--- src/vp_pkg.sv ---
`default_nettype none

package vp_pkg;

	//////////////////////////////
	// Clock enable ratios
	//////////////////////////////

	// System clocks per CPU pulse
	localparam logic [3:0] CPU_DIV_NTSC = 4'd8;
	localparam logic [3:0] CPU_DIV_PAL  = 4'd12;
	// System clocks per video chip pulse
	localparam logic [3:0] VDC_DIV_NTSC = 4'd6;
	localparam logic [3:0] VDC_DIV_PAL  = 4'd10;

	//////////////////////////////
	// Cartridge ROM
	//////////////////////////////

	localparam int CART_ADDR_W = 12;
	localparam int ROM_ADDR_W  = 14;
	localparam int ROM_DATA_W  = 8;

	// Image byte counts that pick a bank mapping
	localparam logic [15:0] CART_SIZE_4K  = 16'd4096;
	localparam logic [15:0] CART_SIZE_8K  = 16'd8192;
	localparam logic [15:0] CART_SIZE_16K = 16'd16384;

	// Index 0..2 loads the ROM, index 2 is an XROM image
	localparam logic [7:0] DL_INDEX_XROM  = 8'd2;
	localparam logic [7:0] DL_INDEX_LIMIT = 8'd3;

	//////////////////////////////
	// Colour output
	//////////////////////////////

	// RF palette, index is {r, g, b, luma}
	localparam logic [23:0] PALETTE_NTSC [16] = '{
		24'h000000, 24'h676767, 24'h1a37be, 24'h5c80f6,
		24'h006d07, 24'h56c469, 24'h2aaabe, 24'h77e6eb,
		24'h790000, 24'hc75151, 24'h94309f, 24'hdc84e8,
		24'h77670b, 24'hc6b86a, 24'hcecece, 24'hffffff
	};

	// RGB monitor palette
	localparam logic [23:0] PALETTE_PAL [16] = '{
		24'h000000, 24'h494949, 24'h0000b6, 24'h4949ff,
		24'h00b601, 24'h49ff49, 24'h00b6c9, 24'h49ffff,
		24'hb60000, 24'hff4949, 24'hb600b6, 24'hff49ff,
		24'hb6b600, 24'hffff49, 24'hb6b6b6, 24'hffffff
	};

	// Grey weights, sum is 256
	localparam logic [7:0] LUMA_W_R = 8'd77;
	localparam logic [7:0] LUMA_W_G = 8'd150;
	localparam logic [7:0] LUMA_W_B = 8'd29;

	//////////////////////////////
	// Host joystick word
	//////////////////////////////

	localparam int JOY_BIT_RIGHT  = 0;
	localparam int JOY_BIT_LEFT   = 1;
	localparam int JOY_BIT_DOWN   = 2;
	localparam int JOY_BIT_UP     = 3;
	localparam int JOY_BIT_ACTION = 4;
	localparam int JOY_BIT_RESET  = 5;
	// Keys 1..9 then 0 from here up to bit 15
	localparam int JOY_BIT_NUM0   = 6;

endpackage

`default_nettype wire

--- src/vp_clock_enables.sv ---
`timescale 1ns/100ps
`default_nettype none

module vp_clock_enables (
	input  logic clk_sys,
	input  logic reset,
	input  logic pal_i,
	output logic cpu_en_o,
	output logic vdc_en_o
);

	import vp_pkg::*;

	// Terminal counts, slot 0 is the CPU, slot 1 the video chip
	logic [3:0] wrap_limit [2];
	logic [1:0] en_w;

	assign wrap_limit[0] = pal_i ? CPU_DIV_PAL - 4'd1 : CPU_DIV_NTSC - 4'd1;
	assign wrap_limit[1] = pal_i ? VDC_DIV_PAL - 4'd1 : VDC_DIV_NTSC - 4'd1;

	for (genvar i = 0; i < 2; i++) begin : g_div
		logic [3:0] count_q;
		logic       en_q;

		// Compare with >= so a shorter limit after a standard switch still wraps
		always_ff @(posedge clk_sys or posedge reset) begin
			if (reset) begin
				count_q <= 4'd0;
				en_q    <= 1'b0;
			end else if (count_q >= wrap_limit[i]) begin
				count_q <= 4'd0;
				en_q    <= 1'b1;
			end else begin
				count_q <= count_q + 4'd1;
				en_q    <= 1'b0;
			end
		end

		assign en_w[i] = en_q;
	end

	assign cpu_en_o = en_w[0];
	assign vdc_en_o = en_w[1];

endmodule

`default_nettype wire

--- config.mk ---
export PLATFORM = sky130hd
export DESIGN_NAME = vp_clock_enables
export DESIGN_NICKNAME = d
export VERILOG_FILES = /design/src/vp_pkg.sv /design/src/vp_clock_enables.sv
export SDC_FILE = /design/constraint.sdc
export NUM_CORES = 1
export LEC_CHECK = 0
export BUFFER_PORTS_ARGS = -buffer_cell sky130_fd_sc_hd__buf_2
export CELL_PAD_IN_SITES_DETAIL_PLACEMENT = 0
export CELL_PAD_IN_SITES_GLOBAL_PLACEMENT = 1
export CORE_AREA = 4 4 41 43
export CTS_BUF_LIST = sky130_fd_sc_hd__clkbuf_8 sky130_fd_sc_hd__clkbuf_16
export DETAILED_ROUTE_END_ITERATION = 8
export DIE_AREA = 0 0 45 47
export HOLD_SLACK_MARGIN = 0.12
export PLACE_DENSITY_LB_ADDON = 0.25
export SKIP_LAST_GASP = 1
export SLEW_MARGIN = 30
export SYNTH_ARGS = -nofsm -noshare
export SYNTH_HDL_FRONTEND = slang
export SYNTH_SLANG_ARGS = --single-unit
--- constraint.sdc ---
create_clock -name clk_sys -period 1.5 [get_ports clk_sys]
set_clock_uncertainty 0.1 [all_clocks]
set_input_delay 0.075 -clock clk_sys [delete_from_list [all_inputs] [get_ports clk_sys]]
set_output_delay 0.075 -clock clk_sys [all_outputs]
set_load 0.1 [all_outputs]
# [Word-level counts from Yosys, hierarchy flattened]
# Cells that the tools add are included.
[word_totals] reg_bits=10 latch_bits=0 ramBits=0 mem_bits_ro=0 inputBits=3 out_inout_bits=2 word_cells=14 mem_count=0
[classes] addsub=2 n_mul=0 div=0 magnitude_cmp=2 n_eq_ne=0 n_shift=0 n_mux=6 bitwise_logic=0 reduce_logical=0
[op_table] operator="two-way mux 4 bit" n=4
[op_table] operator="adder 4 x 1 -> 4 bit, second input constant" n=2
[op_table] operator=">= comparator 4 bit" n=2
[op_table] operator="two-way mux 1 bit" n=2

# [Logic depth before layout (Yosys ltp)]
# Gate-level depths: netlist (run 1).
[logic_depth] ltp_word=3 ltp_mapped=5 mapped_depth_nobuf=5

# [Worst setup path before layout (run 1)]
# Ideal clock, no wire load.
[synth_timing] kind="register to register" start="register g_div[1].count_q[0]" end="register g_div[1].count_q[0]" setup_time_ns=0.094 arrival_ns=1.130 required_time_ns=1.306 setup_slack_ns=0.176 path_stages_with_launch=5 path_buffers=0 synth_period_minus_slack_ns=1.324 cell_sequence="dfrtp_1 -> ha_1 -> nand2b_4 -> a21o_1 -> a211oi_1"
[synth_via] elab_chain_len=2 word_cells_on_any_way=3 classes_between="1 x add/sub; 1 x order compare; 1 x mux"
[synth_lines] item="start, declared" line="vp_clock_enables.sv:22" text="logic [3:0] count_q;"
[synth_lines] item="start signal, assigned" line="vp_clock_enables.sv:34" text="count_q <= count_q + 4'd1;"
[synth_lines] item="adder 4 x 1 -> 4 bit or >= comparator 4 bit (tied branches)" line="vp_clock_enables.sv:34, vp_clock_enables.sv:30"
[synth_lines] item="two-way mux 4 bit (*)" line="vp_clock_enables.sv:30" text="end else if (count_q >= wrap_limit[i]) begin"
# Every way passes the cells marked *; elsewhere a longest branch is shown, timed or not.

# [Final worst setup path (run 1)]
[layout_timing] start="register g_div[1].count_q[0]" end="register g_div[1].count_q[2]"
# The elaborated chain is that of the path after synthesis.

==> results of run 1 <==
per-stage QoR:
| stage | utilization | setup WS, ps | hold WS, ps | power [uW] |
|---|---|---|---|---|
| floorplan | - | 176 | -185 | 992 |
| global placement | 0.419 | 103 | -45.6 | 1080 |
| detailed placement | 0.419 | 31.7 | -34.6 | 1120 |
| CTS | 0.469 | 13.4 | 269 | 1460 |
| global route | 0.469 | -11.0 | 291 | 1530 |
| finish | 0.469 | 41.5 | 265 | 1430 |
cell type report:
class / instances / area (um2)
multi-input cells: 28 / 238
inverters: 5 / 18.8
repair buffers: 5 / 30.0
fillers: 124 / 691
flip-flops and latches: 10 / 250
well taps: 15 / 18.8
clock buffers: 4 / 55.1
worst max-delay path: stages (launching register included):
cell and delay (ps):
dfrtp_1 420, ha_1 220, nand2b_4 130, a21o_1 220
a211oi_1 270
logic make-up (layout without fill, tap and decap cells):
family / count (synthesis) / after routing / synth area share
DFF: 10 / 10 / 0.494
adders and majority gates: 8 / 8 / 0.198
AOI/OAI and AO/OA: 8 / 8 / 0.114
and+or+nand+nor: 8 / 8 / 0.0889
buffers and inverters: 5 / 14 / 0.0370
xor gates and xnor gates: 4 / 4 / 0.0691
per-layer routing:
metal	vias up	wire, um
li1	162	-
met3	4	22
met2	4	425
met4	0	14
met5	-	0
met1	141	308
report_power, final:
| part | internal [uW] | switching [uW] |
|---|---|---|
| clock | 230 | 93.7 |
| sequential | 393 | 86.1 |
| combinational | 235 | 388 |
| total | 858 | 567 |
what timing repair did:
| item | CTS | global route |
|---|---|---|
| gates resized for setup | 0 | 0 |
| endpoints found under the hold margin | 10 | 0 |
| hold buffers | 1 | 0 |
| setup endpoints to repair | 0 | 1 |
registers in the layout (all words and copies together), names as in the netlist:
signal,count
vdc_en_o,1
g_div.count_q,8
cpu_en_o,1
how the worst min path moves through the flow:
stage,from,endpoint,slack (ps)
after global routing,pal_i,g_div[1].count_q[1]$_DFF_PP0_,290
after CTS,reset,g_div[0].count_q[1]$_DFF_PP0_,270
after global placement,reset,cpu_en_o$_DFF_PP0_,-50
after floorplan,reset,cpu_en_o$_DFF_PP0_,-180
final,reset,g_div[0].count_q[1]$_DFF_PP0_,260
after detailed placement,reset,g_div[0].count_q[1]$_DFF_PP0_,-30
placed cells by master, fill, tap and decap left out, drive strengths merged:
cell	Yosys	routed
a21o	4	4
nand3	2	2
nand2b	2	2
ha	8	8
a21oi	1	1
a211oi	3	3
buf	0	4
dfrtp	10	10
dlygate4sd3	0	1
xor2	2	2
xnor2	2	2
inv	5	5
clkbuf	0	4
nor2	4	4
==> metrics.md, run 1 <==
| Metric | Value |
|---|---|
| Status | complete, no violations |
| Initial DRC count | 4 |
| Placed cell area | 546 um2 |
| Area Overhead vs Synth | 20.5% |
| Final Hold Fails | 0 |
| Non-Filler Instances | 67 |
| Post-CTS setup buffer count | 0 |
| GRT Residual Overflow | 0 |
| CP endpoint kind | flop |
| Critical setup path kind | reg -> reg |
| Synth cell types | 12 |
| Post-synth top cells | 10 x dfrtp_1, 8 x ha_1, 5 x inv_1 |
| YS warnings | 0 |
| Worst VDD drop | 1.07 mV |
| Syn Nets | 54 |
| Top cells by area, synth | dfrtp_1 49%, ha_1 20%, a21o_1 5.9% |
| Register area share after synthesis | 0.494 |
| Power Dens Cells | 2330 mW/mm2 |
| Slew headroom | 0.677 |
| Fin. max-slew vios | 0 |
| Crit-path max FO | 5 |
| Final WL | 769 um |
| Clk sink count | 10 |
| Total GRT Usage | 0.0913 |
| Layout cells sized above 1 | 0.173 |
| Most frequent cell after synthesis | dfrtp_1 |
| Minimum clock period | 1460 ps |
| DR vias | 311 |
| Top-area cell type share of the netlist area | 0.494 |
| Tcrit/Tclk final | 0.972 |
| CTS tree | built |
| Worst setup path startpoint | g_div[1].count_q[0]$_DFF_PP0_ |
| Global Route met3 Usage | 0.0230 |
| # DRC | 0 |
| PortBufs | 4 |
| # IOs | 5 |
| Crit start category | flop |
| Vias in the first global route | 333 |
| Clk_lat worst skew | 230 ps |
| Core ar. | 0.00130 mm2 |
| Area leader, netlist | dfrtp_1 |
| Cells on worst reg2reg path | 4 |
| Async set-reset flop share out of synthesis | 1.00 |
| GR met1 Demand/Resource | 0.0875 |
| TritonRoute pass-1 iters | 2 |
| Setup TNS | 0 ps |
| Post-Syn Area | 507 um2 |
| Num CTS Buffers | 3 |
| DR vias/cell | 4.64 |
| R2r startpoint | g_div[1].count_q[0]$_DFF_PP0_ |
| Antenna viol nets, final | 0 |
| Most Crowded Layer GR | met2 |
| Longest Clk Path Bufs | 2 |
| R2R Path End | g_div[1].count_q[2]$_DFF_PP0_ |
| EDFF count, synth | 0 |
| Grt met2 use | 0.167 |
| Initial antenna violation count | 0 |
| Mean Syn Cell Area | 11.8 um2 |
| Die Span X | 45 um |
| Worst R2R Setup Slack | 40 ps |
| Worst Path Arrival | 1480 ps |
| CP required | 1530 ps |
| Measured slew at the worst slew-check pin | 488 ps |
| Initial Util | 0.389 |
| DP HPWL | 635 um |
| Largest net degree at the start of global routing | 11 |
| Leak Pwr | 0.000337 uW |
| # diodes | 0 |
| Register bit total from synthesis | 10 |
| Setup-failing EPs final | 0 |
| Crit path to | g_div[1].count_q[2]$_DFF_PP0_ |
| Dpl cells | 62 |
| First-pass GRT wire length | 1320 um |
| Syn Inst Count | 43 |
| RSZ-0062 raised after global routing | yes |
| Die H | 47 um |
| Nets@finish | 64 |
| Rows | 13 |
| Max Cap Violations | 0 |
| Die area | 0.00212 mm2 |
| Worst hold path class | in -> async |
| Achievable frequency | 0.686 GHz |
| Avg WL per Cell | 11.5 um |
| Routability congestion estimate | 0.753 |
| Clock H-tree levels | 1 |
| Finished Cell Area | 611 um2 |
| Ys flop type | dfrtp_1 |
| Clock transition at the registers of the reported paths | 50 ps |
| Root Buffer | clkbuf_8 |
Power figures use the tool's default switching activity.
==> run 2: changes to the inputs <==
--- a/config.mk
+++ b/config.mk
@@ -5,13 +5,15 @@
 export SDC_FILE = /design/constraint.sdc
 export NUM_CORES = 1
 export LEC_CHECK = 0
-export BUFFER_PORTS_ARGS = -buffer_cell sky130_fd_sc_hd__buf_2
+export ABC_AREA = 1
 export CELL_PAD_IN_SITES_DETAIL_PLACEMENT = 0
 export CELL_PAD_IN_SITES_GLOBAL_PLACEMENT = 1
-export CORE_AREA = 4 4 41 43
+export CORE_MARGIN = 4
+export CORE_UTILIZATION = 40
 export CTS_BUF_LIST = sky130_fd_sc_hd__clkbuf_8 sky130_fd_sc_hd__clkbuf_16
+export CTS_CLUSTER_SIZE = 14
 export DETAILED_ROUTE_END_ITERATION = 8
-export DIE_AREA = 0 0 45 47
+export DONT_BUFFER_PORTS = 1
 export HOLD_SLACK_MARGIN = 0.12
 export PLACE_DENSITY_LB_ADDON = 0.25
 export SKIP_LAST_GASP = 1
==> run 2 against run 1 <==
Against the previous run:
- utilization grew 7.0 points
- sequential power grew 8.1%
- non-clock buffer count shrank 1
- critical path depth is the same
- combinational power grew 7.2%
- setup slack gained 200 ps
- flip-flop and latch count is the same
- first-iteration DRC count shrank 25%
- die area shrank 7.6%
==> metrics.md, run 2 <==
| Metric | Value |
|---|---|
| Register bit total from synthesis | 10 |
| Worst Path Arrival | 1320 ps |
| Hold Path End | cpu_en_o$_DFF_PP0_ |
| # IOs | 5 |
| Tcrit/Tclk final | 0.842 |
| PortBufs | 0 |
| Hold slack final | 149 ps |
| Leak Pwr | 0.000341 uW |
| Clk_lat worst skew | 230 ps |
| TritonRoute pass-1 iters | 4 |
| Worst hold path class | in -> reg |
| Ys flop type | dfrtp_1 |
| Fin util | 0.540 |
| Min setup slack post-route | 237 ps |
| Post-CTS setup buffer count | 0 |
| Die Span X | 44.2 um |
| Syn Nets | 65 |
| Mean Syn Cell Area | 9.71 um2 |
| Register area share after synthesis | 0.477 |
| Synth cell types | 11 |
| Avg WL per Cell | 10.5 um |
| Final Hold Fails | 0 |
| First-pass GRT wire length | 1410 um |
| Power Dens Cells | 2380 mW/mm2 |
| GRT Residual Overflow | 0 |
| Fin. max-slew vios | 0 |
| Status | complete, no violations |
| Initial DRC count | 3 |
| Num CTS Buffers | 3 |
| Layout cells sized above 1 | 0.194 |
| Total GRT Usage | 0.100 |
| Rows | 12 |
| Critical setup path kind | reg -> reg |
| DR vias | 349 |
| Async set-reset flop share out of synthesis | 1.00 |
| Die H | 44.2 um |
| Crit-path max FO | 5 |
| Initial antenna violation count | 0 |
| Max reg flops | 8 |
| Post-Syn Area | 524 um2 |
| Hold path cells | 4 |
| Area Overhead vs Synth | 20.5% |
| Worst R2R Setup Slack | 240 ps |
| Crit start category | flop |
| EDFF count, synth | 0 |
| CP required | 1560 ps |
| Syn Inst Count | 54 |
| Minimum clock period | 1260 ps |
| RSZ-0062 raised after global routing | no |
| DP HPWL | 630 um |
| Largest net degree at the start of global routing | 11 |
| Vias in the first global route | 335 |
| YS warnings | 0 |
| Setup-failing EPs final | 0 |
| Nets@finish | 74 |
| Core ar. | 0.00117 mm2 |
| Measured slew at the worst slew-check pin | 353 ps |
| Top cells by area, synth | dfrtp_1 48%, ha_1 19%, inv_1 7.2% |
| Top-area cell type share of the netlist area | 0.477 |
| Clock transition at the registers of the reported paths | 50 ps |
| Final WL | 796 um |
| Antenna viol nets, final | 0 |
| Initial Util | 0.448 |
| Post-synth top cells | 10 x dfrtp_1, 10 x inv_1, 8 x ha_1 |
| Die area | 0.00195 mm2 |
| Commonest cells after routing, fill and taps aside | 10 x inv_1, 10 x dfrtp_1, 8 x ha_1 |
| Worst VDD drop | 1.58 mV |
| CP endpoint kind | flop |
| Setup TNS | 0 ps |
| # diodes | 0 |
| Clock H-tree levels | 1 |
| Max Cap Violations | 0 |
| Register with the most flip-flops | g_div.count_q |
| # DRC | 0 |
| R2R Path End | g_div[1].count_q[3]$_DFF_PP0_ |
| Slew headroom | 0.764 |
| CTS tree | built |
| Post-CTS Hold Buffers | 2 |
| Area leader, netlist | dfrtp_1 |
| Clk sink count | 10 |
| Worst slack at placement | 249 ps |
| Cells on worst reg2reg path | 4 |
| Hold path startpoint | pal_i |
| Achievable frequency | 0.792 GHz |
| DR vias/cell | 4.59 |
| Routability congestion estimate | 0.621 |
| Post-CTS sizing | 0 |
| R2r startpoint | g_div[1].count_q[3]$_DFF_PP0_ |
| Root Buffer | clkbuf_8 |
| Longest Clk Path Bufs | 2 |
-- run 2: cell types whose count changed after synthesis, moves of 2 or more --
cell / before / now
nand2_2: 0 / 2
inv_1: 5 / 10
a211oi_1: 3 / 0
xor2_1: 2 / 0
nand4_1: 0 / 2
nand2_1: 0 / 7
a21o_1: 4 / 0
a21oi_2: 0 / 2
nor2_1: 4 / 6
nor2_2: 0 / 2
-- run 2: metrics by stage --
step                      power [uW]  instance area [um2]  cells
after floorplan                 1040                  524     54
after global placement          1170                  557     70
after detailed placement        1180                  557     70
after CTS                       1530                  632     76
after global routing            1630                  632     76
final                           1510                  632     76
-- run 2: cells by family after synthesis --
| kind of cell | Yosys count | synth area share |
|---|---|---|
| flops | 10 | 0.477 |
| fa+ha+maj | 8 | 0.191 |
| simple gates | 22 | 0.193 |
| buf+inv | 10 | 0.0716 |
| xor+xnor | 2 | 0.0334 |
| compound gates | 2 | 0.0334 |
-- run 2: final cells by class --
type | instances | area [um2]
Fill cell | 110 | 539
Sequential cell | 10 | 250
Multi-Input combinational cell | 34 | 236
Clock buffer | 4 | 55.1
Inverter | 10 | 37.5
Timing Repair Buffer | 4 | 35.0
Tap cell | 14 | 17.5
-- run 2: report_power, final --
part / total [uW] / switching, uW / leakage, uW / internal [uW]
sequential: 518 / 119 / 0.000127 / 399
combinational: 668 / 448 / 0.000185 / 220
clock: 321 / 91.8 / 0.0000288 / 230
-- run 2: worst max path at each step --
| stage | end | start | slack [ps] |
|---|---|---|---|
| after floorplan | g_div[1].count_q[0]$_DFF_PP0_ | g_div[1].count_q[3]$_DFF_PP0_ | 340 |
| final | g_div[1].count_q[3]$_DFF_PP0_ | g_div[1].count_q[3]$_DFF_PP0_ | 240 |
| after global placement | g_div[1].count_q[3]$_DFF_PP0_ | g_div[1].count_q[3]$_DFF_PP0_ | 260 |
| after detailed placement | g_div[1].count_q[3]$_DFF_PP0_ | g_div[1].count_q[3]$_DFF_PP0_ | 250 |
| after CTS | g_div[1].count_q[3]$_DFF_PP0_ | g_div[1].count_q[3]$_DFF_PP0_ | 230 |
| after global routing | g_div[1].count_q[0]$_DFF_PP0_ | g_div[1].count_q[3]$_DFF_PP0_ | 140 |
-- run 2: layer usage --
| layer | share of wire | track usage |
|---|---|---|
| met3 | 0.045 | 0.0163 |
| met1 | 0.50 | 0.136 |
| met4 | 0 | 0.0723 |
| met5 | 0 | 0 |
| met2 | 0.45 | 0.142 |
-- run 2: critical path: stages (launching register included) --
cell and delay (ps):
dfrtp_1 390, ha_1 310, a21oi_2 170, nand2_2 110, nor2_2 110
