**config.mk**
```make
export PLATFORM = sky130hd
export DESIGN_NAME = vp_input_decoder
export DESIGN_NICKNAME = d
export VERILOG_FILES = /design/src/vp_pkg.sv /design/src/vp_input_decoder.sv
export SDC_FILE = /design/constraint.sdc
export NUM_CORES = 1
export LEC_CHECK = 0
export BUFFER_PORTS_ARGS = -buffer_cell sky130_fd_sc_hd__buf_4
export CAP_MARGIN = 20
export CORE_MARGIN = 2
export CORE_UTILIZATION = 50
export DETAILED_ROUTE_END_ITERATION = 10
export GPL_TIMING_DRIVEN = 1
export PLACE_DENSITY_LB_ADDON = 0.25
export SYNTH_ARGS = -nofsm -noshare
export SYNTH_HDL_FRONTEND = slang
export SYNTH_SLANG_ARGS = --single-unit
```
**constraint.sdc**
```tcl
create_clock -name clk_sys -period 2.68 [get_ports clk_sys]
set_clock_uncertainty 0.1 [all_clocks]
set_input_delay 0.402 -clock clk_sys [delete_from_list [all_inputs] [get_ports clk_sys]]
set_output_delay 0.402 -clock clk_sys [all_outputs]
set_load 0.01 [all_outputs]
```
**src/vp_pkg.sv**
```systemverilog
`default_nettype none

package vp_pkg;

	//////////////////////////////
	// Clock enable ratios
	//////////////////////////////

	// System clocks per CPU pulse
	localparam logic [3:0] CPU_DIV_NTSC = 4'd8;
	localparam logic [3:0] CPU_DIV_PAL  = 4'd12;
	// System clocks per video chip pulse
	localparam logic [3:0] VDC_DIV_NTSC = 4'd6;
	localparam logic [3:0] VDC_DIV_PAL  = 4'd10;

	//////////////////////////////
	// Cartridge ROM
	//////////////////////////////

	localparam int CART_ADDR_W = 12;
	localparam int ROM_ADDR_W  = 14;
	localparam int ROM_DATA_W  = 8;

	// Image byte counts that pick a bank mapping
	localparam logic [15:0] CART_SIZE_4K  = 16'd4096;
	localparam logic [15:0] CART_SIZE_8K  = 16'd8192;
	localparam logic [15:0] CART_SIZE_16K = 16'd16384;

	// Index 0..2 loads the ROM, index 2 is an XROM image
	localparam logic [7:0] DL_INDEX_XROM  = 8'd2;
	localparam logic [7:0] DL_INDEX_LIMIT = 8'd3;

	//////////////////////////////
	// Colour output
	//////////////////////////////

	// RF palette, index is {r, g, b, luma}
	localparam logic [23:0] PALETTE_NTSC [16] = '{
		24'h000000, 24'h676767, 24'h1a37be, 24'h5c80f6,
		24'h006d07, 24'h56c469, 24'h2aaabe, 24'h77e6eb,
		24'h790000, 24'hc75151, 24'h94309f, 24'hdc84e8,
		24'h77670b, 24'hc6b86a, 24'hcecece, 24'hffffff
	};

	// RGB monitor palette
	localparam logic [23:0] PALETTE_PAL [16] = '{
		24'h000000, 24'h494949, 24'h0000b6, 24'h4949ff,
		24'h00b601, 24'h49ff49, 24'h00b6c9, 24'h49ffff,
		24'hb60000, 24'hff4949, 24'hb600b6, 24'hff49ff,
		24'hb6b600, 24'hffff49, 24'hb6b6b6, 24'hffffff
	};

	// Grey weights, sum is 256
	localparam logic [7:0] LUMA_W_R = 8'd77;
	localparam logic [7:0] LUMA_W_G = 8'd150;
	localparam logic [7:0] LUMA_W_B = 8'd29;

	//////////////////////////////
	// Host joystick word
	//////////////////////////////

	localparam int JOY_BIT_RIGHT  = 0;
	localparam int JOY_BIT_LEFT   = 1;
	localparam int JOY_BIT_DOWN   = 2;
	localparam int JOY_BIT_UP     = 3;
	localparam int JOY_BIT_ACTION = 4;
	localparam int JOY_BIT_RESET  = 5;
	// Keys 1..9 then 0 from here up to bit 15
	localparam int JOY_BIT_NUM0   = 6;

endpackage

`default_nettype wire

```
**src/vp_input_decoder.sv**
```systemverilog
`timescale 1ns/100ps
`default_nettype none

module vp_input_decoder (
	input  logic        clk_sys,
	input  logic        reset,
	input  logic [10:0] ps2_key_i,
	input  logic [15:0] joy_a_i,
	input  logic [15:0] joy_b_i,
	input  logic        joy_swap_i,
	output logic        key_ready_o,
	output logic [7:0]  key_ascii_o,
	output logic        key_released_o,
	output logic [1:0]  joy_up_n_o,
	output logic [1:0]  joy_down_n_o,
	output logic [1:0]  joy_left_n_o,
	output logic [1:0]  joy_right_n_o,
	output logic [1:0]  joy_action_n_o,
	output logic        joy_reset_n_o
);

	import vp_pkg::*;

	logic [15:0] player_a;
	logic [15:0] player_b;
	logic [9:0]  numpad;
	logic [9:0]  numpad_q;
	logic        toggle_q;
	logic        ps2_event;
	logic        pad_event;

	// Scancode to keyboard character, zero when unmapped
	function automatic logic [7:0] scan_to_ascii(input logic [7:0] code);
		case (code)
			8'h16: return "1";
			8'h1e: return "2";
			8'h26: return "3";
			8'h25: return "4";
			8'h2e: return "5";
			8'h36: return "6";
			8'h3d: return "7";
			8'h3e: return "8";
			8'h46: return "9";
			8'h45: return "0";
			8'h1c: return "a";
			8'h32: return "b";
			8'h21: return "c";
			8'h23: return "d";
			8'h24: return "e";
			8'h2b: return "f";
			8'h34: return "g";
			8'h33: return "h";
			8'h43: return "i";
			8'h3b: return "j";
			8'h42: return "k";
			8'h4b: return "l";
			8'h3a: return "m";
			8'h31: return "n";
			8'h44: return "o";
			8'h4d: return "p";
			8'h15: return "q";
			8'h2d: return "r";
			8'h1b: return "s";
			8'h2c: return "t";
			8'h3c: return "u";
			8'h2a: return "v";
			8'h1d: return "w";
			8'h22: return "x";
			8'h35: return "y";
			8'h1a: return "z";
			8'h29: return " ";
			8'h79: return "+";
			8'h7b: return "-";
			8'h7c: return "*";
			8'h4a: return "/";
			8'h55: return "=";
			// GUI keys act as yes and no
			8'h1f: return 8'h11;
			8'h27: return 8'h12;
			8'h5a: return 8'h0a;
			8'h66: return 8'h08;
			default: return 8'h00;
		endcase
	endfunction

	// Lowest pressed pad key wins
	function automatic logic [7:0] pad_to_ascii(input logic [9:0] pad);
		logic [7:0] digit;
		digit = 8'h00;
		for (int i = 9; i >= 0; i--) begin
			if (pad[i])
				digit = (i == 9) ? "0" : 8'("1" + i);
		end
		return digit;
	endfunction

	//////////////////////////////
	// Joystick routing
	//////////////////////////////

	assign player_a = joy_swap_i ? joy_b_i : joy_a_i;
	assign player_b = joy_swap_i ? joy_a_i : joy_b_i;

	// Active low, player A on bit 1
	assign joy_up_n_o     = ~{player_a[JOY_BIT_UP], player_b[JOY_BIT_UP]};
	assign joy_down_n_o   = ~{player_a[JOY_BIT_DOWN], player_b[JOY_BIT_DOWN]};
	assign joy_left_n_o   = ~{player_a[JOY_BIT_LEFT], player_b[JOY_BIT_LEFT]};
	assign joy_right_n_o  = ~{player_a[JOY_BIT_RIGHT], player_b[JOY_BIT_RIGHT]};
	assign joy_action_n_o = ~{player_a[JOY_BIT_ACTION], player_b[JOY_BIT_ACTION]};
	assign joy_reset_n_o  = ~(player_a[JOY_BIT_RESET] && player_b[JOY_BIT_RESET]);

	//////////////////////////////
	// Keyboard events
	//////////////////////////////

	// Either pad can type digits
	assign numpad    = joy_a_i[15:JOY_BIT_NUM0] | joy_b_i[15:JOY_BIT_NUM0];
	assign ps2_event = (ps2_key_i[10] != toggle_q);
	assign pad_event = (numpad != numpad_q);

	always_ff @(posedge clk_sys or posedge reset) begin
		if (reset) begin
			toggle_q       <= 1'b0;
			numpad_q       <= '0;
			key_ready_o    <= 1'b0;
			key_released_o <= 1'b1;
		end else begin
			toggle_q       <= ps2_key_i[10];
			numpad_q       <= numpad;
			key_ready_o    <= ps2_event || pad_event;
			key_released_o <= !ps2_key_i[9] && (numpad == '0);
		end
	end

	// PS/2 has priority over the pads
	always_ff @(posedge clk_sys) begin
		if (ps2_event)
			key_ascii_o <= scan_to_ascii(ps2_key_i[7:0]);
		else if (pad_event)
			key_ascii_o <= pad_to_ascii(numpad);
	end

endmodule

`default_nettype wire

```
# Word-level counts from Yosys, hierarchy flattened
# Memories as Yosys holds them, arrays and structs flattened.
# Cells that the tools add are included.
[totals] ff_bits=21 latch_bits=0 mem_bits_rw=0 mem_bits_ro=896 word_cells=36 n_memories=1
[classes] n_addsub=0 multipliers=0 div=0 n_lt_le_gt_ge=0 n_eq_ne=2 shifts=0 n_mux=15 bitwise_logic=7 reduce_logical=6
[mem_list] name="(no name shown)" depth=128 word_bits=7 read_ports=1 rd_ports_with_merged_regs=0 write_ports=0 line_no="vp_input_decoder.sv:34" source="case (code)"
[op_table] cell="8-bit 2-to-1 mux" count=12
[op_table] cell="6-bit 2-to-1 mux" count=3
[op_table] cell="10-bit logical NOT" count=1
[op_table] cell="10-bit != test" count=1
[op_table] cell="2-bit inverter" count=5
[op_table] cell="10-bit bitwise OR" count=1
[op_table] cell="1-bit logical AND" count=2
[op_table] cell="2-bit nonzero test" count=1
[op_table] cell="1-bit logical NOT" count=1
[op_table] cell="1-bit logical OR" count=1
[op_table] cell="1-bit != test" count=1
[op_table] cell="1-bit inverter" count=1

# Logic depth before layout (Yosys ltp)
# Gate-level depths: netlist of the first run.
[depth] depth_word=13 mapped_depth=8 ltp_nobuf=7

# Worst setup path after synthesis of the first run
# Ideal clock, no wire load.
[synth_timing] path_type="input -> register" startpoint="input port ps2_key_i[1]" endpoint="register key_ascii_o[1], data pin" setup_ps=257 arrival_time_ps=1603 setup_slack_ps=720 path_stages=8 n_path_buf=1 cell_sequence="buf_6 > inv_1 > ha_1 > nor3b_2 > nor2_1 > o2111ai_1 > o211ai_1 > a32o_1"
[synth_via] elab_chain_cells=3
[synth_lines] element="start, declared" line_no="vp_input_decoder.sv:7" source="input logic [10:0] ps2_key_i,"
[synth_lines] element="memory read 128 x 7 bit"
[synth_lines] element="8-bit 2-to-1 mux" line_no="vp_input_decoder.sv:34"
[synth_lines] element="8-bit 2-to-1 mux" line_no="vp_input_decoder.sv:137" source="if (ps2_event)"
[synth_lines] element="end signal, assigned" line_no="vp_input_decoder.sv:138" source="key_ascii_o <= scan_to_ascii(ps2_key_i[7:0]);"
[synth_lines] element="end signal, assigned" line_no="vp_input_decoder.sv:140" source="key_ascii_o <= pad_to_ascii(numpad);"
[synth_lines] element="end, declared" line_no="vp_input_decoder.sv:12" source="output logic [7:0] key_ascii_o,"
# No other way between the ends.
# A chain may end at the register's enable or synchronous reset.

# Final worst setup path of the first run
[layout_timing] startpoint="input port ps2_key_i[1]" endpoint="register key_ascii_o[6], data pin"
# The elaborated chain is that of the path after synthesis.

==> results.sh, run 1 <==
export IMPL_initial_antenna_violation_count=0
export IMPL_timing_critical_path_slowest_stage_cell="ha_1"
export IMPL_cp_data_required_time_ps=2690
export IMPL_synth_top_cells_by_area="dfrtp_1 (15%), edfxtp_1 (11%), mux2i_1 (5.5%)"
export IMPL_ys_async_sr_fraction_pct=65.0
export IMPL_synth_compound_area_share_pct=23.9
export IMPL_fmaxAchievable_ghz=0.493
export IMPL_timing_critical_path_mode_cell="a21oi_1"
export IMPL_critical_path_max_fanout=14
export IMPL_worstSetupPathDepth=8
export IMPL_initial_utilization_pct=53.2
export IMPL_synth_ff_type="dfrtp_1"
export IMPL_max_cap_violations=0
export IMPL_syn_num_nets=297
export IMPL_setup_violations=0
export IMPL_critPathMaxStageDelay_ps=360
export IMPL_number_of_synthesized_register_bits=20
export IMPL_drive_above_1_share_pct=27.3
export IMPL_synth_top_family_by_area="simple AND/OR/NAND/NOR gates"
export IMPL_final_hold_viol_count=0
export IMPL_clockBufferDepth=2
export IMPL_worstSetupEndpointType="register"
export IMPL_timing_critical_path_max_delay_family="compound AO/OA/AOI/OAI gates"
export IMPL_routed_via_count=1990
export IMPL_grt_pass1_wl_um=7720
export IMPL_placement_cell_area_mm2=0.00241
export IMPL_run_status="complete, no violations"
export IMPL_finished_cell_area_mm2=0.00248
export IMPL_firstDrtPassIters=4
export IMPL_critPathLaunchType="input port"
export IMPL_synth_top_area_share_pct=15.1
export IMPL_antenna_cells=0
export IMPL_die_height_um=67.1
export IMPL_cts_bufs_inserted=3
export IMPL_core_rowCount=22
export IMPL_place_port_buffers=64
export IMPL_min_period_over_period_pct=75.7
export IMPL_first_global_vias=1783
export IMPL_yosysWarningCount=0
export IMPL_postLayoutSetupSlackWorst_ps=652
export IMPL_drt_wl_total_um=4880
export IMPL_path_class="input port to register"
export IMPL_final_antenna_net_count=0
export IMPL_finalWorstPathRequiredPeriod_ps=2030
export IMPL_dpl_hpwl_um=3740
export IMPL_clock_pin_slew_reported_for_the_worst_setup_and_hold_paths_after_clock_tree_synthesis_ps=70
export IMPL_finish_utilization_pct=66.3
export IMPL_pre_cts_slack_ps=397
export IMPL_grt_start_max_net_pins=39
export IMPL_cell_taking_the_most_area_after_synthesis="dfrtp_1"
export IMPL_place_gp_congestion=0.863
export IMPL_syn2layout_area_growth_pct=24.7
export IMPL_synth_xor_area_share_pct=5.72
export IMPL_grt_overflow_total=0
export IMPL_root_buffer="clkbuf_8"
export IMPL_syn_area_mm2=0.00199
export IMPL_detail_route_iter0_violations=260
export IMPL_die_width_um=67.1
export IMPL_fp_dieArea_mm2=0.00450
export IMPL_postCtsSetupBuffers=0
export IMPL_clkLatencyLatePin_ps=260
export IMPL_hold_class="input port to asynchronous set/reset pin"
export IMPL_global_route_usage_total_pct=22.1
export IMPL_ctsHoldBuffers=0
export IMPL_tritoncts="done"
export IMPL_wl_per_cell_um=14.3
export IMPL_endpoint_arrival_time_on_the_critical_path_ps=2040
export IMPL_cp_cell_sequence="buf_4 > inv_1 > ha_1 > nand3b_1 > a21oi_1 > nor2_1 > a311o_1 > a21oi_1"
export IMPL_cts_htree_levels=1
export IMPL_grt_setup_unrepaired="false"
export IMPL_final_nets=348
export IMPL_p_leak_nw=1.07
export IMPL_syn_avg_cell_area_um2=8.20
export IMPL_report_final_slew_viol_count=0
export IMPL_peakVddDrop_mv=0.332
export IMPL_ys_types=61
export IMPL_worst_r2r_path_depth=3
export IMPL_critical_path_n_buffers_inverters=2
export IMPL_route_detailed_vias_per_inst=5.84
export IMPL_post_synth_fa_ha_maj_area_fraction_pct=5.03
export IMPL_cts_sinks=20
export IMPL_postCtsResizedCells=0
export IMPL_post_synth_mux_area_share_pct=5.53
export IMPL_synth_edff_count=7
export IMPL_fin_tns_setup_ps=0
export IMPL_power_density_mw_per_mm2=382
export IMPL_synth_sequential_area_ratio_pct=26.9
export IMPL_post_route_drc_count=0
export IMPL_area_fraction_in_and_or_nand_and_nor_cells_after_synthesis_pct=24.0
export IMPL_placeableCoreArea_mm2=0.00374
export IMPL_cells_after_synth=243
export IMPL_ios=67
## kinds of logic after synthesis
logic type,Yosys count
simple gates,90
compound gates,68
buf+inv,32
flops,20
xor+xnor,13
mux,11
fa+ha+maj,8
other cells,1
## worst reg2reg max path, stage by stage, from the launching register on
cell and delay (ps):
dfrtp_1 400, xor2_1 210, nor4_1 320, nand3_1 340
## cell usage after synthesis (7+ instances only)
cell	number
nor2_1	29
dfrtp_1	12
inv_1	12
o21ai_0	7
xnor2_1	9
ha_1	8
o21ai_1	8
nand2_1	13
edfxtp_1	7
mux2i_1	11
a21oi_1	17
nand2b_1	7
## stage by stage
| step | std cells | power, mW | hold WS (ps) |
|---|---|---|---|
| 2_1_floorplan | 243 | 0.540 | 178 |
| 3_3_place_gp | 337 | 0.648 | 351 |
| 3_5_place_dp | 337 | 0.653 | 352 |
| 4_1_cts | 341 | 0.948 | 69.8 |
| 5_1_grt | 341 | 0.995 | 100 |
| 6_report | 341 | 0.948 | 54.9 |
## registers in the layout, indices dropped and copies added (netlist names)
| signal | flops |
|---|---|
| key_released_o | 1 |
| key_ascii_o | 7 |
| numpad_q | 10 |
| toggle_q | 1 |
| key_ready_o | 1 |
## report_power, final
part           internal [mW]  switching, mW
logic                  0.144          0.163
registers              0.336        0.00615
clock network          0.199         0.0992
## layout make-up
class,count,area (um2)
clock inverter,1,30.0
clock buffer,3,41.3
fill,342,1260
sequential,20,537
tap,48,60.1
multi-input combinational,191,1280
timing repair buffer,64,480
inverter,14,52.6
## path summary, 6_finish.rpt
| kind | slack, ps | startpoint | to |
|---|---|---|---|
| worst max-delay path | 650 | ps2_key_i[1] | key_ascii_o[6] |
| worst min-delay path | 50 | reset | numpad_q[2] |
| worst max register to register | 970 | toggle_q | key_ascii_o[4] |
| worst min register to register | 690 | toggle_q | key_ascii_o[5] |
| max in group asynchronous | 2080 | reset | key_released_o |
| min in group clk_sys | 150 | ps2_key_i[9] | key_released_o |
## layout by cell type, fill, tap and decap left out, drive strengths merged, types with 2 or more instances in the layout
master / n
a211oi: 4
a21oi: 18
a311o: 2
a32o: 2
and2: 2
and3: 3
buf: 64
clkbuf: 3
dfrtp: 12
edfxtp: 7
ha: 8
inv: 14
mux2i: 11
nand2: 13
nand2b: 9
nand3: 3
nand3b: 3
nand4: 4
nor2: 30
nor2b: 6
nor3: 7
nor4: 3
o2111a: 2
o2111ai: 3
o211ai: 5
o21ai: 15
o221ai: 2
o31ai: 2
or2: 3
or3: 2
xnor2: 9
xor2: 4
## routing by layer
| layer | up-vias | wire (um) | part of all wire, % | track usage (%) |
|---|---|---|---|---|
| li1 | 979 | - | - | - |
| met1 | 893 | 2070 | 42 | 30.3 |
| met2 | 109 | 2290 | 47 | 36.1 |
| met3 | 9 | 453 | 9.3 | 4.73 |
| met4 | 0 | 65 | 1.3 | 4.34 |
| met5 | - | 0 | 0 | 0 |
No activity file was read; power rests on OpenSTA's default activity.
==> run 2: changes to the inputs <==
Settings changed: ABC_AREA from default to 1, CORE_UTILIZATION 50 to 45.
Clock period 2.68 ns to 1.7 ns, I/O delays scaled along.
==> results.sh, run 2 <==
export IMPL_run_status="complete, no violations"
export IMPL_die_width_um=68.3
export IMPL_worst_pin_slew_ps=503
export IMPL_leading_cell_type_in_the_layout_fill_and_taps_excluded="nand2_1"
export IMPL_post_synth_mux_area_share_pct=0
export IMPL_syn_num_nets=356
export IMPL_cts_bufs_inserted=3
export IMPL_cp_data_required_time_ps=1630
export IMPL_grt_start_max_net_pins=21
export IMPL_root_buffer="clkbuf_8"
export IMPL_post_synth_top_count_cell="nand2_1"
export IMPL_route_detailed_vias_per_inst=5.09
export IMPL_antenna_cells=0
export IMPL_grt_pass1_wl_um=7750
export IMPL_syn2layout_area_growth_pct=39.3
export IMPL_min_period_over_period_pct=94.9
export IMPL_place_port_buffers=64
export IMPL_tritoncts="done"
export IMPL_largest_register="numpad_q"
export IMPL_syn_avg_cell_area_um2=6.16
export IMPL_synth_top_cells_by_area="nand2_1 (20%), dfrtp_1 (16%), edfxtp_1 (11%)"
export IMPL_firstDrtPassIters=5
export IMPL_initial_antenna_violation_count=0
export IMPL_max_slew_margin_rel_pct=66.4
export IMPL_cell_taking_the_most_area_after_synthesis="nand2_1"
export IMPL_drt_wl_total_um=5030
export IMPL_grt_util_met1_pct=29.4
export IMPL_fmaxAchievable_ghz=0.620
export IMPL_ios=67
export IMPL_r2r_setup_slack_ps=90
export IMPL_cts_sinks=20
export IMPL_peakVddDrop_mv=0.548
export IMPL_grt_busiest_layer="met2"
export IMPL_syn_area_mm2=0.00186
export IMPL_area_fraction_in_and_or_nand_and_nor_cells_after_synthesis_pct=38.9
export IMPL_number_of_synthesized_register_bits=20
export IMPL_critPathLaunchType="register"
export IMPL_p_leak_nw=1.36
export IMPL_dpl_hpwl_um=4100
export IMPL_wl_per_cell_um=11.6
export IMPL_worstSetupEndpointType="register"
export IMPL_critical_path_max_fanout=8
export IMPL_post_layout_nonfiller_instances=433
export IMPL_clkLatencyLatePin_ps=260
export IMPL_postLayoutSetupSlackWorst_ps=86.1
export IMPL_detail_route_iter0_violations=236
export IMPL_clockBufferDepth=2
export IMPL_final_nets=438
export IMPL_synth_sequential_area_ratio_pct=28.9
export IMPL_post_synth_most_frequent_cells="nand2_1 (99), nor2_1 (37), inv_1 (31)"
export IMPL_synth_compound_area_share_pct=13.6
export IMPL_clock_pin_slew_reported_for_the_worst_setup_and_hold_paths_after_clock_tree_synthesis_ps=80
export IMPL_synth_edff_count=7
export IMPL_ys_types=32
export IMPL_synth_xor_area_share_pct=2.82
export IMPL_finish_utilization_pct=64.8
export IMPL_largest_register_ff_count=10
export IMPL_ys_async_sr_fraction_pct=65.0
export IMPL_cts_htree_levels=1
export IMPL_die_height_um=68.3
export IMPL_hold_class="input port to register"
export IMPL_final_antenna_net_count=0
export IMPL_commonest_cells_after_routing_fill_and_taps_aside="nand2_1 (99), buf_4 (85), nor2_1 (37)"
export IMPL_placeableCoreArea_mm2=0.00400
export IMPL_drive_above_1_share_pct=26.1
export IMPL_initial_utilization_pct=46.5
export IMPL_use_met2_pct=36.3
export IMPL_global_route_usage_total_pct=21.6
export IMPL_final_hold_viol_count=0
export IMPL_core_rowCount=23
export IMPL_first_global_vias=1828
export IMPL_max_cap_violations=0
export IMPL_finalHoldWorstSlack_ps=6.31
export IMPL_synth_top_family_by_area="simple AND/OR/NAND/NOR gates"
export IMPL_setup_violations=0
export IMPL_post_place_cells=426
export IMPL_fillers=364
export IMPL_path_class="register to register"
export IMPL_synth_ff_type="dfrtp_1"
export IMPL_fp_dieArea_mm2=0.00466
export IMPL_pre_cts_slack_ps=-61.0
export IMPL_report_final_slew_viol_count=0
export IMPL_endpoint_arrival_time_on_the_critical_path_ps=1540
export IMPL_grt_overflow_total=0
export IMPL_cells_after_synth=302
export IMPL_routed_via_count=2205
export IMPL_post_synth_fa_ha_maj_area_fraction_pct=5.38
export IMPL_fin_tns_setup_ps=0
export IMPL_place_gp_congestion=0.993
export IMPL_grt_setup_unrepaired="false"
export IMPL_grt_met3_usage_pct=4.44
export IMPL_reg_top3="numpad_q: 10 flops, key_ascii_o: 7 flops"
export IMPL_power_density_mw_per_mm2=590
export IMPL_synth_top_area_share_pct=20.0
export IMPL_post_route_drc_count=0
export IMPL_finalWorstPathRequiredPeriod_ps=1610
export IMPL_yosysWarningCount=0
==> run 2: path summary, 6_finish.rpt <==
path,end,cells past startpoint,start
worst max-delay path,key_ascii_o[5],5,toggle_q
worst min-delay path,key_released_o,2,ps2_key_i[9]
worst max register to register,key_ascii_o[5],5,toggle_q
worst min register to register,key_ready_o,4,numpad_q[0]
max in group asynchronous,key_released_o,3,reset
min in group asynchronous,key_ready_o,3,reset
==> run 2: repair_timing <==
item / CTS / global route
hold buffers: 1 / 0
pin swaps: 0 / 1
endpoints found under the setup margin: 7 / 7
endpoints found under the hold margin: 12 / 0
setup buffers: 0 / 2
gates cloned: 0 / 0
gates resized for setup: 1 / 0
==> run 2: cell type report <==
cell class	count	area, um2	area share, %
sequential	20	537	20.7
multi-input combinational	238	1140	44.0
tap	50	62.6	2.41
clock inverter	1	30.0	1.16
inverter	35	131	5.07
clock buffer	3	41.3	1.59
timing repair buffer	86	648	25.0
==> run 2: critical path, cell delays in order, from the launching register on <==
cell and delay (ps):
dfrtp_1 390, xnor2_2 210, o21ai_0 130, nor3_1 230, nand3_1 120, buf_4 190
==> run 2: stage by stage <==
stage | power, mW | cell area, um2
after global routing | 1.62 | 2590
final | 1.53 | 2590
after floorplan | 0.826 | 1860
after CTS | 1.53 | 2580
after detailed placement | 1.05 | 2490
after global placement | 1.05 | 2490
==> run 2: kinds of logic after synthesis <==
family          count (synthesis)
buf+inv                        44
simple gates                  176
fa+ha+maj                       8
compound gates                 47
xor+xnor                        6
other cells                     1
flops                          20
==> run 2: report_power, final <==
group          total (mW)  leakage (nW)  switching, mW  internal [mW]
logic               0.515          1.11          0.273          0.241
registers           0.543         0.213         0.0115          0.531
clock network       0.472        0.0357          0.158          0.314
==> run 2: layer usage <==
layer	part of all wire [%]	vias up
met5	0	-
met4	0.46	0
met3	8.6	4
met2	48	106
met1	43	965
li1	-	1130
